**config.mk**
```make
export PLATFORM = sky130hd
export DESIGN_NAME = n64_loader_top
export DESIGN_NICKNAME = d
export VERILOG_FILES = /design/src/n64_load_pkg.sv /design/src/load_word_if.sv /design/src/ram_write_if.sv /design/src/load_capture.sv /design/src/load_router.sv /design/src/cart_ram_writer.sv /design/src/n64_loader_top.sv
export SDC_FILE = /design/constraint.sdc
export NUM_CORES = 1
export LEC_CHECK = 0
export BUFFER_PORTS_ARGS = -buffer_cell sky130_fd_sc_hd__clkbuf_2
export CAP_MARGIN = 20
export CORE_UTILIZATION = 48
export DETAILED_ROUTE_END_ITERATION = 7
export PLACE_DENSITY = 0.75
export SETUP_SLACK_MARGIN = 0.05
export SLEW_MARGIN = 5
export SYNTH_ARGS = -nofsm -noshare
export SYNTH_HDL_FRONTEND = slang
export SYNTH_HIERARCHICAL = 1
export SYNTH_SLANG_ARGS = --single-unit
export TNS_END_PERCENT = 5
```
**constraint.sdc**
```tcl
create_clock -name clk_1x -period 4.3 [get_ports clk_1x]
set_input_delay 0.215 -clock clk_1x [delete_from_list [all_inputs] [get_ports clk_1x]]
set_output_delay 0.215 -clock clk_1x [all_outputs]
set_load 0.05 [all_outputs]
```
**src/n64_load_pkg.sv**
```systemverilog
`default_nettype none

package n64_load_pkg;

	// ======================================================================
	// Download bus and word widths
	// ======================================================================

	// Byte address on the host bus, also the RAM byte address
	localparam int DL_ADDR_W  = 27;
	localparam int DL_HALF_W  = 16;
	localparam int WORD_W     = 32;
	localparam int INDEX_W    = 8;
	localparam int PIF_ADDR_W = 10;

	// ======================================================================
	// Target selection
	// ======================================================================

	// Low index bits pick the target, the bit just above is the PIF bank
	localparam int TGT_SEL_W = 6;

	localparam logic [TGT_SEL_W-1:0] TGT_PIF  = 6'd0;
	localparam logic [TGT_SEL_W-1:0] TGT_CART = 6'd1;

	// Cartridge image sits 8 MiB into external RAM
	localparam logic [DL_ADDR_W-1:0] CART_BASE = 27'h080_0000;

	typedef enum logic [1:0] {
		LOAD_PIF  = 2'd0,
		LOAD_CART = 2'd1,
		LOAD_NONE = 2'd2
	} load_target_t;

endpackage

`default_nettype wire

```
**src/load_word_if.sv**
```systemverilog
`timescale 1ns/100ps
`default_nettype none

// Assembled 32-bit words from the capture stage
interface load_word_if;
	import n64_load_pkg::*;

	// One-cycle strobe, the receiver cannot stall it
	logic                 valid;
	load_target_t         target;
	// Byte address of the first half
	logic [DL_ADDR_W-1:0] addr;
	logic                 bank;
	logic [WORD_W-1:0]    data;

	modport source (
		output valid,
		output target,
		output addr,
		output bank,
		output data
	);

	modport sink (
		input valid,
		input target,
		input addr,
		input bank,
		input data
	);

endinterface

`default_nettype wire

```
**src/ram_write_if.sv**
```systemverilog
`timescale 1ns/100ps
`default_nettype none

// Cartridge write channel to external RAM
interface ram_write_if;
	import n64_load_pkg::*;

	// req pulses once, ready pulses once when the write is done
	logic                 req;
	logic [DL_ADDR_W-1:0] addr;
	logic [WORD_W-1:0]    data;
	logic                 ready;

	modport source (
		output req,
		output addr,
		output data,
		input  ready
	);

	// Transaction tracking on the RAM side
	modport monitor (
		input  req,
		output ready
	);

endinterface

`default_nettype wire

```
**src/load_capture.sv**
```systemverilog
`timescale 1ns/100ps
`default_nettype none

module load_capture (
	input  logic                               clk_1x,
	input  logic                               rst,
	input  logic                               ioctl_download,
	input  logic [n64_load_pkg::INDEX_W-1:0]   ioctl_index,
	input  logic [n64_load_pkg::DL_ADDR_W-1:0] ioctl_addr,
	input  logic [n64_load_pkg::DL_HALF_W-1:0] ioctl_dout,
	input  logic                               ioctl_wr,
	output logic                               cart_download,
	load_word_if.source                        words
);
	import n64_load_pkg::*;

	load_target_t         target_d;
	load_target_t         target_q;
	logic [TGT_SEL_W-1:0] sel;
	logic                 half_wr;
	logic [DL_HALF_W-1:0] half_q;
	logic [DL_ADDR_W-1:0] addr_q;
	logic                 bank_q;

	// ======================================================================
	// Target decode, one cycle behind the host
	// ======================================================================

	assign sel = ioctl_index[TGT_SEL_W-1:0];

	always_comb begin
		target_d = LOAD_NONE;
		if (ioctl_download) begin
			if (sel == TGT_PIF)
				target_d = LOAD_PIF;
			else if (sel == TGT_CART)
				target_d = LOAD_CART;
		end
	end

	always_ff @(posedge clk_1x) begin
		if (rst)
			target_q <= LOAD_NONE;
		else
			target_q <= target_d;
	end

	assign cart_download = (target_q == LOAD_CART);

	// ======================================================================
	// Half joining
	// ======================================================================

	assign half_wr = ioctl_wr && (target_q != LOAD_NONE);

	always_ff @(posedge clk_1x) begin
		if (rst)
			words.valid <= 1'b0;
		else
			words.valid <= half_wr && ioctl_addr[1];
	end

	always_ff @(posedge clk_1x) begin
		if (half_wr) begin
			if (!ioctl_addr[1]) begin
				half_q <= ioctl_dout;
				addr_q <= ioctl_addr;
				bank_q <= ioctl_index[TGT_SEL_W];
			end else begin
				words.target <= target_q;
				words.addr   <= addr_q;
				words.bank   <= bank_q;
				// PIF ROM is big endian within each half
				if (target_q == LOAD_PIF)
					words.data <= {half_q[7:0], half_q[15:8], ioctl_dout[7:0], ioctl_dout[15:8]};
				else
					words.data <= {ioctl_dout, half_q};
			end
		end
	end

	// Host keeps the download open past the last second half
	a_valid_in_download: assert property (@(posedge clk_1x) disable iff (rst)
		words.valid |-> (target_q != LOAD_NONE));

endmodule

`default_nettype wire

```
**src/load_router.sv**
```systemverilog
`timescale 1ns/100ps
`default_nettype none

module load_router (
	input  logic                                clk_1x,
	input  logic                                rst,
	input  logic                                cart_download,
	load_word_if.sink                           words,
	output logic [n64_load_pkg::PIF_ADDR_W-1:0] pifrom_wraddress,
	output logic [n64_load_pkg::WORD_W-1:0]     pifrom_wrdata,
	output logic                                pifrom_wren,
	ram_write_if.source                         ram,
	output logic                                cart_loaded
);
	import n64_load_pkg::*;

	logic pif_word;
	logic cart_word;

	assign pif_word  = words.valid && (words.target == LOAD_PIF);
	assign cart_word = words.valid && (words.target == LOAD_CART);

	// ======================================================================
	// Strobes and the sticky loaded flag
	// ======================================================================

	always_ff @(posedge clk_1x) begin
		if (rst) begin
			pifrom_wren <= 1'b0;
			ram.req     <= 1'b0;
			cart_loaded <= 1'b0;
		end else begin
			pifrom_wren <= pif_word;
			ram.req     <= cart_word;
			// Stays set until the next reset
			if (cart_download)
				cart_loaded <= 1'b1;
		end
	end

	// ======================================================================
	// Address mapping
	// ======================================================================

	// Bank bit on top of the word address inside a 2 KiB bank
	always_ff @(posedge clk_1x) begin
		if (pif_word) begin
			pifrom_wraddress <= {words.bank, words.addr[PIF_ADDR_W:2]};
			pifrom_wrdata    <= words.data;
		end
	end

	always_ff @(posedge clk_1x) begin
		if (cart_word) begin
			ram.addr <= words.addr + CART_BASE;
			ram.data <= words.data;
		end
	end

endmodule

`default_nettype wire

```
**src/cart_ram_writer.sv**
```systemverilog
`timescale 1ns/100ps
`default_nettype none

module cart_ram_writer (
	input  logic         clk_1x,
	input  logic         rst,
	input  logic         cart_download,
	ram_write_if.monitor ram,
	input  logic         ram_ready,
	output logic         ioctl_wait
);

	logic txn_open_q;

	assign ram.ready = ram_ready;

	// ======================================================================
	// Open transaction and host stall
	// ======================================================================

	always_ff @(posedge clk_1x) begin
		if (rst)
			txn_open_q <= 1'b0;
		else if (ram.req)
			txn_open_q <= 1'b1;
		else if (ram.ready)
			txn_open_q <= 1'b0;
	end

	// Rises with the request itself, released once the flag drops
	assign ioctl_wait = cart_download && (ram.req || txn_open_q);

	// Host stall must keep the router from issuing a second write
	a_single_txn: assert property (@(posedge clk_1x) disable iff (rst)
		ram.req |-> !txn_open_q);

	// RAM acknowledges only writes it was given
	a_ready_with_txn: assert property (@(posedge clk_1x) disable iff (rst)
		ram.ready |-> txn_open_q);

endmodule

`default_nettype wire

```
**src/n64_loader_top.sv**
```systemverilog
`timescale 1ns/100ps
`default_nettype none

module n64_loader_top (
	input  logic                                clk_1x,
	input  logic                                rst,
	input  logic                                ioctl_download,
	input  logic [n64_load_pkg::INDEX_W-1:0]    ioctl_index,
	input  logic [n64_load_pkg::DL_ADDR_W-1:0]  ioctl_addr,
	input  logic [n64_load_pkg::DL_HALF_W-1:0]  ioctl_dout,
	input  logic                                ioctl_wr,
	output logic                                ioctl_wait,
	output logic [n64_load_pkg::PIF_ADDR_W-1:0] pifrom_wraddress,
	output logic [n64_load_pkg::WORD_W-1:0]     pifrom_wrdata,
	output logic                                pifrom_wren,
	output logic [n64_load_pkg::DL_ADDR_W-1:0]  ram_addr,
	output logic [n64_load_pkg::WORD_W-1:0]     ram_data,
	output logic                                ram_req,
	input  logic                                ram_ready,
	output logic                                cart_download,
	output logic                                cart_loaded
);

	load_word_if words ();
	ram_write_if ram ();

	load_capture u_capture (
		.clk_1x         (clk_1x),
		.rst            (rst),
		.ioctl_download (ioctl_download),
		.ioctl_index    (ioctl_index),
		.ioctl_addr     (ioctl_addr),
		.ioctl_dout     (ioctl_dout),
		.ioctl_wr       (ioctl_wr),
		.cart_download  (cart_download),
		.words          (words.source)
	);

	load_router u_router (
		.clk_1x           (clk_1x),
		.rst              (rst),
		.cart_download    (cart_download),
		.words            (words.sink),
		.pifrom_wraddress (pifrom_wraddress),
		.pifrom_wrdata    (pifrom_wrdata),
		.pifrom_wren      (pifrom_wren),
		.ram              (ram.source),
		.cart_loaded      (cart_loaded)
	);

	cart_ram_writer u_writer (
		.clk_1x        (clk_1x),
		.rst           (rst),
		.cart_download (cart_download),
		.ram           (ram.monitor),
		.ram_ready     (ram_ready),
		.ioctl_wait    (ioctl_wait)
	);

	// RAM channel out to the pins
	assign ram_addr = ram.addr;
	assign ram_data = ram.data;
	assign ram_req  = ram.req;

endmodule

`default_nettype wire

```
==> results, run 1 <==
- The run finished with clean final reports.
- The worst register-to-register path ends at u_capture/words.data[29]$_DFFE_PP_.
- The instance count of the mapped netlist is 275.
- Compared with the post-synthesis result, the final layout area differs by 31.3%.
- The core footprint is 0.0139 mm2.
- The kind of end point of the critical path is a register.
- The highest metal layer carrying signal wires in the routed design is met4.
- Counting I/O delays and the setup requirement, the final critical path takes 2090 ps.
- In the final routing, the length of wire on met1 measures 4350 um.
- The final-layout setup total negative slack is 0 ps.
- The initial antenna violation count is 0.
- CTS saw 212 sinks.
- The cell sitting at the root of the clock tree is a sky130_fd_sc_hd__clkbuf_16.
- In the final layout, the share of cells above drive strength 1 is 44.4%.
- The slowest stage of the critical path belongs to the cell sky130_fd_sc_hd__nor2_4.
- The final setup violation count is 0.
- The most common cell after layout, fill and taps aside is sky130_fd_sc_hd__edfxtp_1.
- For this run, the number of Yosys warnings is 6.
- For this run, the total global-route usage over all layers was measured as about 16%.
- In the final routed layout, each cell accounts on average for between 15 and 20 um.
- The number of cells on the worst reg-to-reg path is 3.
- The number of violations of the max-capacitance limit is 0.
- Setup slack on the worst reg-to-reg path comes out at 2210 ps.
- Data on the critical path is required at its endpoint by 4420 ps.
- Clock tree synthesis inserted a total of 21 buffers.
- On the worst path, the slowest cell contributes a delay of 630 ps.
- After layout, the design draws a total of 3.95 mW.
- The kind of cell with the highest combined delay on the critical path is simple AND/OR/NAND/NOR gates.
- The worst hold path belongs to the class in2reg.
- The die height is 122 um.
- The number of buffer and inverter instances along the worst setup path is 1.
- For hold timing, the worst endpoint is u_writer/txn_open_q$_SDFFE_PP0P_.
- The die is 122 um wide.
- The number of DRC violations after detailed-routing iteration 0 is 150.
- In this run the cell area of the synthesized design comes to 0.00687 mm2.
- The hold-critical path depth is 3.
- The post-CTS resize count is 0.
- For the worst-skew pair, the clock arrives at the later sink with an insertion delay of 480 ps.
- The headroom to the max-slew limit is 47.7%.
- The first-pass GRT wire length is around 17000 um.
- Setup repair after global routing left no endpoint under its margin.
- The count of final hold-check violations is 0.
- The maximum operating frequency is 479 MHz.
- The worst hold path begins at ram_ready.
- The number of nets handed over by synthesis was between 300 and 400.
- The total count of max-transition violations in the final report is 0.
- Port buffering added 160 buffers.
- In this run the number of H-tree levels came out at 1.
- Summing all non-filler instances in the final layout gives an area of 0.00902 mm2.
- After detailed routing, the met3 layer carries a little over 800 um of wire.
- Summed over all layers, the global routing overflow is 0.
- The initial utilization of the core area, before any placement, comes to 49.3%.
- The critical-path maximum fanout is 34.
- The repair_antennas step left the layout with diodes totalling 0.
- The clock tree buffer depth is 3.
- After detailed routing, the total wire length is 11500 um.
- The startpoint identified for the worst register-to-register timing path is u_capture/target_q[1]$_SDFF_PP1_.
- The full die area is 0.0148 mm2.
- Measured on the finished design, the core utilization comes to between 60 and 70%.
- Leaving out fill and tap cells, the most frequent cells in the layout are sky130_fd_sc_hd__edfxtp_1 (205), sky130_fd_sc_hd__clkbuf_2 (160), sky130_fd_sc_hd__dlygate4sd3_1 (48), sky130_fd_sc_hd__mux2_2 (32), sky130_fd_sc_hd__clkbuf_16 (21).
- Row generation in the floorplan step produced 43 rows.
- The wire-length estimate of the detail-placed layout is roughly 7000 um.
- The number of nets still failing antenna checks after routing is 0.
- After detailed routing, the met2 layer carries just over 6000 um of wire.
- For the pin with the worst max-slew slack, the measured transition is 782 ps.
- The setup path with the least slack is of type reg2reg.
- Entering global routing, the biggest net connects 44 pins.
- The post-CTS clock slew at the launch and capture registers of the worst setup and hold paths is ~60 ps.
- The detailed router placed around 3300 vias in this run.
- The worst path uses 48.6% of the clock period.
- The kind of start point of the critical path is a register.
- After the last flow step, the layout net total stands at 564.
- Each instance of the synthesized netlist takes up on average 25.0 um2.
- Data arrives at the worst endpoint at 2200 ps.
- Once placement finished, the instance area stood at 0.00793 mm2.
- Walking the worst path, the cells encountered are nor2b_1 > nor2_4 > buf_4.
- The number of placed I/O pins is 162.
- For this run, design rule violations remaining after detail routing come to 0.
- The detail-routed via count per cell is around 4.7.
- The power per cell area is between 400 and 500 mW/mm2.
- The first detailed-routing pass ran for 4 iterations.
- The peak supply drop is 0.363 mV.
- TritonCTS built the clock tree.
- Routability-driven placement finished with a final weighted congestion of 0.679.
- The leakage power summed over all cells is 3.27 nW.
- The via count of the first global-routing pass is approximately 3400.
- The clock tree skew after final layout is 7.64 ps.
-- per-stage QoR --
| step | setup slack [ps] | cells | hold WS, ps |
|---|---|---|---|
| 3_3_place_gp | 2260 | 616 | 391 |
| 2_1_floorplan | 165 | 275 | 277 |
| 3_5_place_dp | 2200 | 616 | 394 |
| 4_1_cts | 2190 | 698 | 8.80 |
| 5_1_grt | 2070 | 698 | 30.1 |
| 6_report | 2210 | 698 | 22.4 |
-- power breakdown --
part | internal (mW) | switching (mW)
clock | 0.945 | 0.680
sequential | 2.24 | 0.000763
combinational | 0.0526 | 0.0257
-- area by class of cell --
| class | count | area [um2] |
|---|---|---|
| timing repair buffer | 213 | 1320 |
| tap | 180 | 225 |
| inverter | 2 | 7.51 |
| fill | 954 | 4920 |
| sequential | 212 | 6300 |
| clock buffer | 24 | 537 |
| multi-input combinational | 57 | 562 |
| clock inverter | 10 | 71.3 |
-- state kept, by name, indices dropped and copies added, names as in the netlist --
register and flops:
u_router/cart_loaded 1, u_router/pifrom_wren 1, u_capture/target_q 2, u_capture/addr_q 26, u_router/pifrom_wrdata 32, u_capture/half_q 16, u_capture/words.data 32, u_router/ram.data 32
u_router/pifrom_wraddress 10, u_capture/bank_q 1, u_capture/words.bank 1, u_writer/txn_open_q 1, u_capture/words.addr 26, u_router/ram.req 1, u_router/ram.addr 27, u_capture/words.target 2
u_capture/words.valid 1
-- routing by layer --
metal	vias up	track usage [%]
met5	-	0
met4	0	5.56
met2	136	28.4
met1	1601	18.4
li1	1556	-
met3	21	3.56
-- tightest hold or removal path, delay by kind of cell --
family / cells / cell delay (ps)
AO/OA/AOI/OAI: 1 / 50
buffers and inverters: 1 / 70
AND/OR/NAND/NOR: 1 / 110
-- how the worst max path moves through the flow --
stage          cells after the start                              from                                  to  slack, ps
6_report                           3  u_capture/target_q[1]$_SDFF_PP1_  u_capture/words.data[29]$_DFFE_PP_       2210
5_1_grt                            3  u_capture/target_q[1]$_SDFF_PP1_  u_capture/words.data[29]$_DFFE_PP_       2070
4_1_cts                            3  u_capture/target_q[1]$_SDFF_PP1_  u_capture/words.data[29]$_DFFE_PP_       2190
3_5_place_dp                       3  u_capture/target_q[1]$_SDFF_PP1_   u_capture/words.data[5]$_DFFE_PP_       2200
3_3_place_gp                       3  u_capture/target_q[1]$_SDFF_PP1_   u_capture/words.data[7]$_DFFE_PP_       2260
2_1_floorplan                      2  u_capture/target_q[1]$_SDFF_PP1_       u_capture/addr_q[0]$_DFFE_PP_        160
-- timing repair --
action | CTS | global route
hold buffers | 48 | 0
hold endpoints to repair | 46 | 0
buffers inserted | 0 | 0
Power figures use the tool's default switching activity.
==> run 2: changes to the inputs <==
Settings changed: ABC_AREA set to 1.
Clock period 4.3 ns to 1.8 ns, I/O delays scaled along.
==> run 2 against run 1 <==
Against the previous run: combinational power rose to 2.5 times the previous value; worst hold slack better by 150 ps; critical endpoint is now u_capture/target_q[1]$_SDFF_PP1_; final cell count up 11%; via count increased by 10%; critical path depth is 3 higher; flip-flop and latch count unchanged; synthesized area rose by 1.4%; synthesized cell count rose by 26%; critical path type is now in2reg; first-iteration DRC count shrank 13%; clock power rose to 2.6 times the previous value; largest power group unchanged.
==> results, run 2 <==
- The final antenna diode count is 0 (unchanged).
- The cell sitting at the root of the clock tree is a sky130_fd_sc_hd__clkbuf_16.
- The leakage power summed over all cells is 3.49 nW (+6.8%).
- The instance count of the mapped netlist is 347 (+26%).
- The most frequent cell on the critical path is sky130_fd_sc_hd__dlygate4sd3_1.
- The final net count is 641 (+14%).
- The clock network latency to the later pin of the worst-skew pair is 480 ps (about the same).
- The total of buffers placed on input and output ports is 160 (unchanged).
- The clock tree skew after final layout is 11.7 ps (+4.10 ps).
- The core footprint was 0.0140 mm2 (+0.77%).
- The number of gates on the worst path with buffers counted is 6 (+3).
- The largest registers in the layout are u_capture/words.data: 32 flops, u_router/pifrom_wrdata: 32 flops, u_router/ram.data: 32 flops.
- The total detailed-routing wirelength is 11900 um (+3.3%).
- The delay of the slowest cell on the worst path is 570 ps (-60 ps).
- The met1 routed wirelength after detailed routing is 4720 um (+8.5%).
- The TritonCTS sink count is 212 (unchanged).
- The detailed-routed wire length on met2 is 6160 um (+1.5%).
- The peak supply drop is 0.838 mV (+130%).
- The number of DRC violations after detailed-routing iteration 0 is 130 (-13%).
- The critical path arrival is 2050 ps (-150 ps).
- The routed design could run at a clock period as short as 1690 ps.
- The count of H-tree levels built during CTS was 1 (unchanged).
- The via count of the first global-routing pass is 3665 (+6.3%).
- The mean post-synth cell area is 20.1 um2 (-20%).
- The post-CTS clock slew at the launch and capture registers of the worst setup and hold paths is 60 ps (about the same).
- The startpoint-to-endpoint class of the critical path is in2reg.
- The post-DP HPWL came to 7270 um (+4.2%).
- The least setup slack across all paths after layout is 106 ps (-2110 ps).
- The leftover overflow at the end of global routing came to 0 (unchanged).
- The startpoint of the most critical register-to-register path is u_capture/words.target[1]$_DFFE_PP_.
- The library cell used most frequently in the layout, excluding fill and tap cells, is sky130_fd_sc_hd__edfxtp_1.
- The capturing element of the worst setup path is u_capture/target_q[1]$_SDFF_PP1_.
- The maximum number of pins on one net before global-route repair is 65 (+48%).
- The fraction of layout instances using a drive strength above 1 is 37.4% (-7.0 points).
- Setup repair after global routing left no endpoint under its margin.
- The number of hold-repair buffers added at the cts stage is 53 (+10%).
- The total routing usage reported by global routing is 15.7% (-0.056 points).
- In the layout the commonest cells are sky130_fd_sc_hd__edfxtp_1 (205), sky130_fd_sc_hd__clkbuf_2 (160), sky130_fd_sc_hd__dlygate4sd3_1 (53), sky130_fd_sc_hd__inv_1 (29).
- The row count is 43 (unchanged).
- The first-pass GRT wire length is 17700 um (+2.6%).
- The kind of cell with the highest combined delay on the critical path is buffers and inverters.
- The routed length on met3 was 732 um (-9.9%).
- The weighted congestion reported at the end of routability-driven placement was 0.706 (+4.0%).
- The length in cells of the worst reg-to-reg path is 4 (+1).
- The overall via count from detail_route is 3644 (+10%).
- The worst setup path startpoint is ioctl_index[1].
- The cell with the largest stage delay on the worst path is sky130_fd_sc_hd__dlygate4sd3_1.
- The number of CTS-inserted buffers is 22 (+4.8%).
- STA classifies the critical path startpoint as an input pin.
- The flow ran to the end, and the final reports show no timing, DRC or antenna violations.
- The min-delay analysis places its worst path in the category in2reg.
- The post-route standard cell area excluding fillers came to 0.00931 mm2 (+3.2%).
- After layout, the worst path uses 94.1% of the clock period.
- The utilization of the core after routing came to 66.3% (+1.6 points).
- The detail-routed via count per cell is 4.69 (-1.2%).
- The kind of end point of the critical path is a register.
- The power per cell area is 1050 mW/mm2 (+140%).
- The initial antenna violation count is 0 (unchanged).
- The final setup violation count is 0 (unchanged).
- The number of nets produced by synthesis is 404 (+22%).
- The post-detailed-route DRC marker count is 0 (unchanged).
- The full die area is 0.0150 mm2 (+1.4%).
- The final-layout setup total negative slack is 0 ps (unchanged).
- The netlist area before placement is 0.00696 mm2 (+1.4%).
- TritonCTS built the clock tree.
- The post-placement worst setup slack is 453 ps (-1750 ps).
- The number of warnings printed during yosys synthesis was 6 (unchanged).
- The routed wire length per instance came to 15.3 um (-7.2%).
- The die height is 122 um (+0.69%).
- The highest routed metal layer is met4.
- The die width was 122 um (+0.69%).
- The reg2reg setup slack is 450 ps (-1760 ps).
- The clock tree buffer depth came to 3 (unchanged).
- The count of final hold-check violations is 0 (unchanged).
- The critical-path maximum fanout is 2 (-94%).
- The number of iterations in the first detailed-routing pass is 5 (+1).
- Walking the worst path, the cells encountered are dlygate4sd3_1 > clkbuf_2 > nor2_1 > dlygate4sd3_1 > nand2_1 > dlygate4sd3_1.
- The maximum operating frequency is about 600 MHz.
- Relative to the synthesized area, the layout overhead comes to 33.7%.
- The total placed instance area is 0.00809 mm2 (+2.0%).
- The post-CTS resize count is 0 (unchanged).
- The number of violations of the max-capacitance limit is 0 (unchanged).
- The capture point of the worst reg-to-reg path is u_router/ram.addr[5]$_DFFE_PP_.
- The post-CTS setup buffer count was 0 (unchanged).
- The filler cell count in the final layout is 925 (-3.0%).
- The number of nets still failing antenna checks after routing is 0 (unchanged).
- The total count of max-transition violations in the final report is 0 (unchanged).
- The number of buffer and inverter instances along the worst setup path is 4 (+3).
- The number of placed I/O pins is 162 (unchanged).
- The data required time of the worst path is 2160 ps (-2260 ps).
- The effective utilization at floorplan came to 49.6% (+0.31 points).
==> run 2: final cells by class <==
type	instances	area (um2)	share of cell area [%]
Clock inverter	8	66.3	0.712
Sequential cell	212	6300	67.6
Tap cell	180	225	2.42
Multi-Input combinational cell	97	518	5.56
Inverter	31	116	1.25
Clock buffer	29	628	6.75
Timing Repair Buffer	220	1460	15.7
==> run 2: worst min-delay path by stage <==
stage	from	to	slack, ps	depth (start not counted)
after global placement	ioctl_addr[17]	u_capture/addr_q[17]$_DFFE_PP_	270	1
after CTS	ioctl_addr[1]	u_capture/addr_q[18]$_DFFE_PP_	150	3
after detailed placement	ioctl_addr[18]	u_capture/addr_q[18]$_DFFE_PP_	270	1
after global routing	ioctl_addr[1]	u_capture/half_q[0]$_DFFE_PP_	170	3
final	ioctl_addr[1]	u_capture/half_q[11]$_DFFE_PP_	170	3
after floorplan	rst	u_router/ram.req$_SDFF_PP0_	160	1
==> run 2: metrics by stage <==
step                std cells  total power [mW]  hold slack [ps]
finish                    777              9.81              169
global route              777              10.1              167
global placement          687              5.57              268
detailed placement        687              5.57              269
floorplan                 347              5.50              161
CTS                       777              9.90              146
==> run 2: report_power, final <==
group / internal [mW] / switching [mW]
Sequential: 5.36 / 0.00214
Combinational: 0.125 / 0.0731
Clock: 2.58 / 1.67
Total: 8.06 / 1.75
==> run 2: per-layer routing <==
layer  GRT usage [%]  vias up
li1                -     1745
met1            18.3     1738
met2            28.7      136
met3            3.39       25
met4            4.95        0
met5               0        -
==> run 2: worst reg2reg max path, delay by kind of cell, from the launching register on <==
kind                   cells  cell delay [ps]
buffers and inverters      2              400
flip-flops                 1              360
AND/OR/NAND/NOR            2              240
==> run 3: changes to the inputs <==
Settings changed: BUFFER_PORTS_ARGS -buffer_cell sky130_fd_sc_hd__clkbuf_2 to -buffer_cell sky130_fd_sc_hd__buf_4.
==> run 3 against run 2 <==
Against the previous run: clock power decreased by 4%; sequential share of layout area decreased by 2.5 points; flip-flop and latch count unchanged; core utilization increased by 2.6 points; count of clock-buffer cells in the layout decreased by 4; largest cell class unchanged.
==> results, run 3 (synthesis gave the netlist of run 2 again) <==
- The data required time of the worst path is 1710 ps (-450 ps).
- The power per cell area is 1000 mW/mm2 (-4.9%).
- In the layout the commonest cells are sky130_fd_sc_hd__edfxtp_1 (205), sky130_fd_sc_hd__buf_4 (161), sky130_fd_sc_hd__dlygate4sd3_1 (53), sky130_fd_sc_hd__inv_1 (29).
- The number of nets still failing antenna checks after routing is 0 (unchanged).
- The most common cell after layout, fill and taps aside is sky130_fd_sc_hd__edfxtp_1.
- The first-pass GRT wire length is 17700 um (about the same).
- The switching power share of the total is 18.0% (+0.16 points).
- By startpoint and endpoint, the worst setup path is classified as reg2out.
- The flow ran to the end, and the final reports show no timing, DRC or antenna violations.
- The full die area is 0.0150 mm2 (unchanged).
- Traced cell by cell, the critical path runs through inv_2 > nor2_1 > inv_1 > nor2_1 > buf_4.
- The critical-path maximum fanout is 3 (+1).
- The clock network latency to the later pin of the worst-skew pair is 480 ps (about the same).
- The peak supply drop is 0.866 mV (+3.4%).
- The die width came to 122 um (unchanged).
- The cell with the largest stage delay on the worst path is sky130_fd_sc_hd__dfxtp_2.
- The routed wire length per instance is 15.2 um (-0.19%).
- The effective utilization at floorplan was 49.6% (unchanged).
- The final-layout setup total negative slack is 0 ps (unchanged).
- The startpoint of the most critical register-to-register path is u_capture/target_q[1]$_SDFF_PP1_.
- The worst setup path startpoint is u_capture/target_q[0]$_SDFF_PP0_.
- The number of DRC violations after detailed-routing iteration 0 was 182 (+40%).
- The clock tree skew after final layout is 11.4 ps (-0.395 ps).
- The number of CTS-inserted buffers is 21 (-4.5%).
- The leftover overflow at the end of global routing was 0 (unchanged).
- The row count is 43 (unchanged).
- The clock tree buffer depth came to 3 (unchanged).
- The post-placement worst setup slack is 450 ps (-2.17 ps).
- The minimum clock period is 1510 ps (-183 ps).
- The number of violations of the max-capacitance limit is 0 (unchanged).
- The total placed instance area is 0.00849 mm2 (+5.0%).
- The net switching power is 1.74 mW (-0.26%).
- The total of buffers placed on input and output ports is 160 (unchanged).
- The initial antenna violation count is 0 (unchanged).
- The fraction of power consumed by the clock network is 42.3% (-1.0 points).
- The utilization of the core after routing is 68.9% (+2.6 points).
- The largest registers in the layout are u_capture/words.data: 32 flops, u_router/pifrom_wrdata: 32 flops, u_router/ram.data: 32 flops.
- The path class of the tightest hold or removal check is in2reg.
- The total routing usage reported by global routing was 15.6% (-0.12 points).
- The final setup violation count came to 0 (unchanged).
- The sequential share of power was 55.3% (+0.7 points).
- The post-detailed-route DRC marker count is 0 (unchanged).
- The startpoint identified for the worst hold timing path is ioctl_addr[1].
- The post-CTS clock slew at the launch and capture registers of the worst setup and hold paths came to 60 ps (about the same).
- The combinational fraction of design power was 2.4% (+0.4 points).
- The filler cell count in the final layout is 909 (-1.7%).
- The final cycle utilization of the critical path is 83.9% (-10 points).
- The total detailed-routing wirelength is 11900 um (about the same).
- TritonCTS built the clock tree.
- The final net count came to 640 (-0.16%).
- The count of H-tree levels built during CTS is 1 (unchanged).
- The count of final hold-check violations is 0 (unchanged).
- The number of iterations in the first detailed-routing pass was 5 (unchanged).
- The kind of end point of the critical path is an output port.
- The TritonCTS sink count is 212 (unchanged).
- The worst setup path is launched from a register.
- The die height came to 122 um (unchanged).
- The least setup slack across all paths after layout was 289 ps (+183 ps).
- Among the stages of the critical path, the cell type that occurs most often is sky130_fd_sc_hd__nor2_1.
- The final antenna diode count was 0 (unchanged).
- From synthesis to final layout, the design area changed by 38.9%.
- The detail-routed via count per cell was 4.60 (-2.0%).
- The total count of max-transition violations in the final report is 0 (unchanged).
- The core footprint is 0.0140 mm2 (unchanged).
- The number of placed I/O pins is 162 (unchanged).
- The fraction of layout instances using a drive strength above 1 is 36.5% (-0.90 points).
- The post-CTS resize count came to 0 (unchanged).
- The internal power summed over all cells is 7.95 mW (-1.4%).
- The critical path arrival is 1420 ps (-630 ps).
- The overall via count from detail_route is 3575 (-1.9%).
- The total power draw is 9.70 mW (-1.2%).
- The tree is rooted in a sky130_fd_sc_hd__clkbuf_16.
- The maximum number of pins on one net before global-route repair is 65 (unchanged).
- The post-route standard cell area excluding fillers is 0.00967 mm2 (+3.9%).
- The leakage power summed over all cells was 3.58 nW (+2.4%).
- The post-DP HPWL was 7210 um (-0.86%).
- Setup repair after global routing left no endpoint under its margin.
- The delay of the slowest cell on the worst path is 360 ps (-210 ps).
- The weighted congestion reported at the end of routability-driven placement is 0.713 (+1.0%).
- The via count of the first global-routing pass is 3654 (-0.30%).
- The maximum operating frequency is 662 MHz (+12%).
==> run 3: cell types whose count changed in the layout (fill, tap and decap cells not counted), sizes merged <==
cell | previous run | this run
bufinv | 1 | 2
clkinv | 6 | 9
clkbuf | 189 | 25
buf | 7 | 167
clkinvlp | 1 | 0
inv | 31 | 33
==> run 3: final cells by class <==
type | instances | area (um2) | share of cell area (%)
inverter | 31 | 116 | 1.20
clock inverter | 13 | 115 | 1.19
tap | 180 | 225 | 2.33
timing repair buffer | 220 | 1860 | 19.2
sequential | 212 | 6300 | 65.1
clock buffer | 25 | 541 | 5.59
multi-input combinational | 97 | 518 | 5.36
==> run 3: timing repair <==
| action | in CTS | in global routing |
|---|---|---|
| hold endpoints to repair | 77 | 2 |
| buffers inserted | 0 | 0 |
| setup endpoints to repair | 0 | 1 |
| hold buffers | 51 | 3 |
==> run 3: metrics by stage <==
step / std cells / hold WS (ps)
5_1_grt: 778 / 133
3_5_place_dp: 687 / 269
6_report: 778 / 141
2_1_floorplan: 347 / 161
4_1_cts: 776 / 132
3_3_place_gp: 687 / 269
==> run 3: routing by layer <==
metal	up-vias	wire length (um)	global-route usage, %
li1	1740	-	-
met1	1694	4390	16.7
met2	127	6410	29.3
met3	14	939	4.88
met4	0	116	4.19
met5	-	0	0
==> run 3: path summary, 6_finish.rpt <==
path | end | slack [ps] | cells after the start
max | ioctl_wait | 290 | 5
min | u_capture/addr_q[18]$_DFFE_PP_ | 140 | 3
max reg2reg | u_capture/words.valid$_SDFF_PP0_ | 430 | 4
min reg2reg | u_router/ram.addr[14]$_DFFE_PP_ | 420 | 0
==> run 3: power by group through the flow <==
stage,combinational [mW],clock [mW],sequential (mW)
after detailed placement,0.142,0,5.46
after CTS,0.228,4.22,5.36
after floorplan,0.0370,0,5.46
after global routing,0.254,4.39,5.36
final,0.236,4.10,5.36
after global placement,0.136,0,5.46
==> run 3: critical path: cells and delay by family, from the launching register on <==
| family | cells | cell delay [ps] |
|---|---|---|
| DFF | 1 | 360 |
| buffers and inverters | 3 | 310 |
| and+or+nand+nor | 2 | 280 |
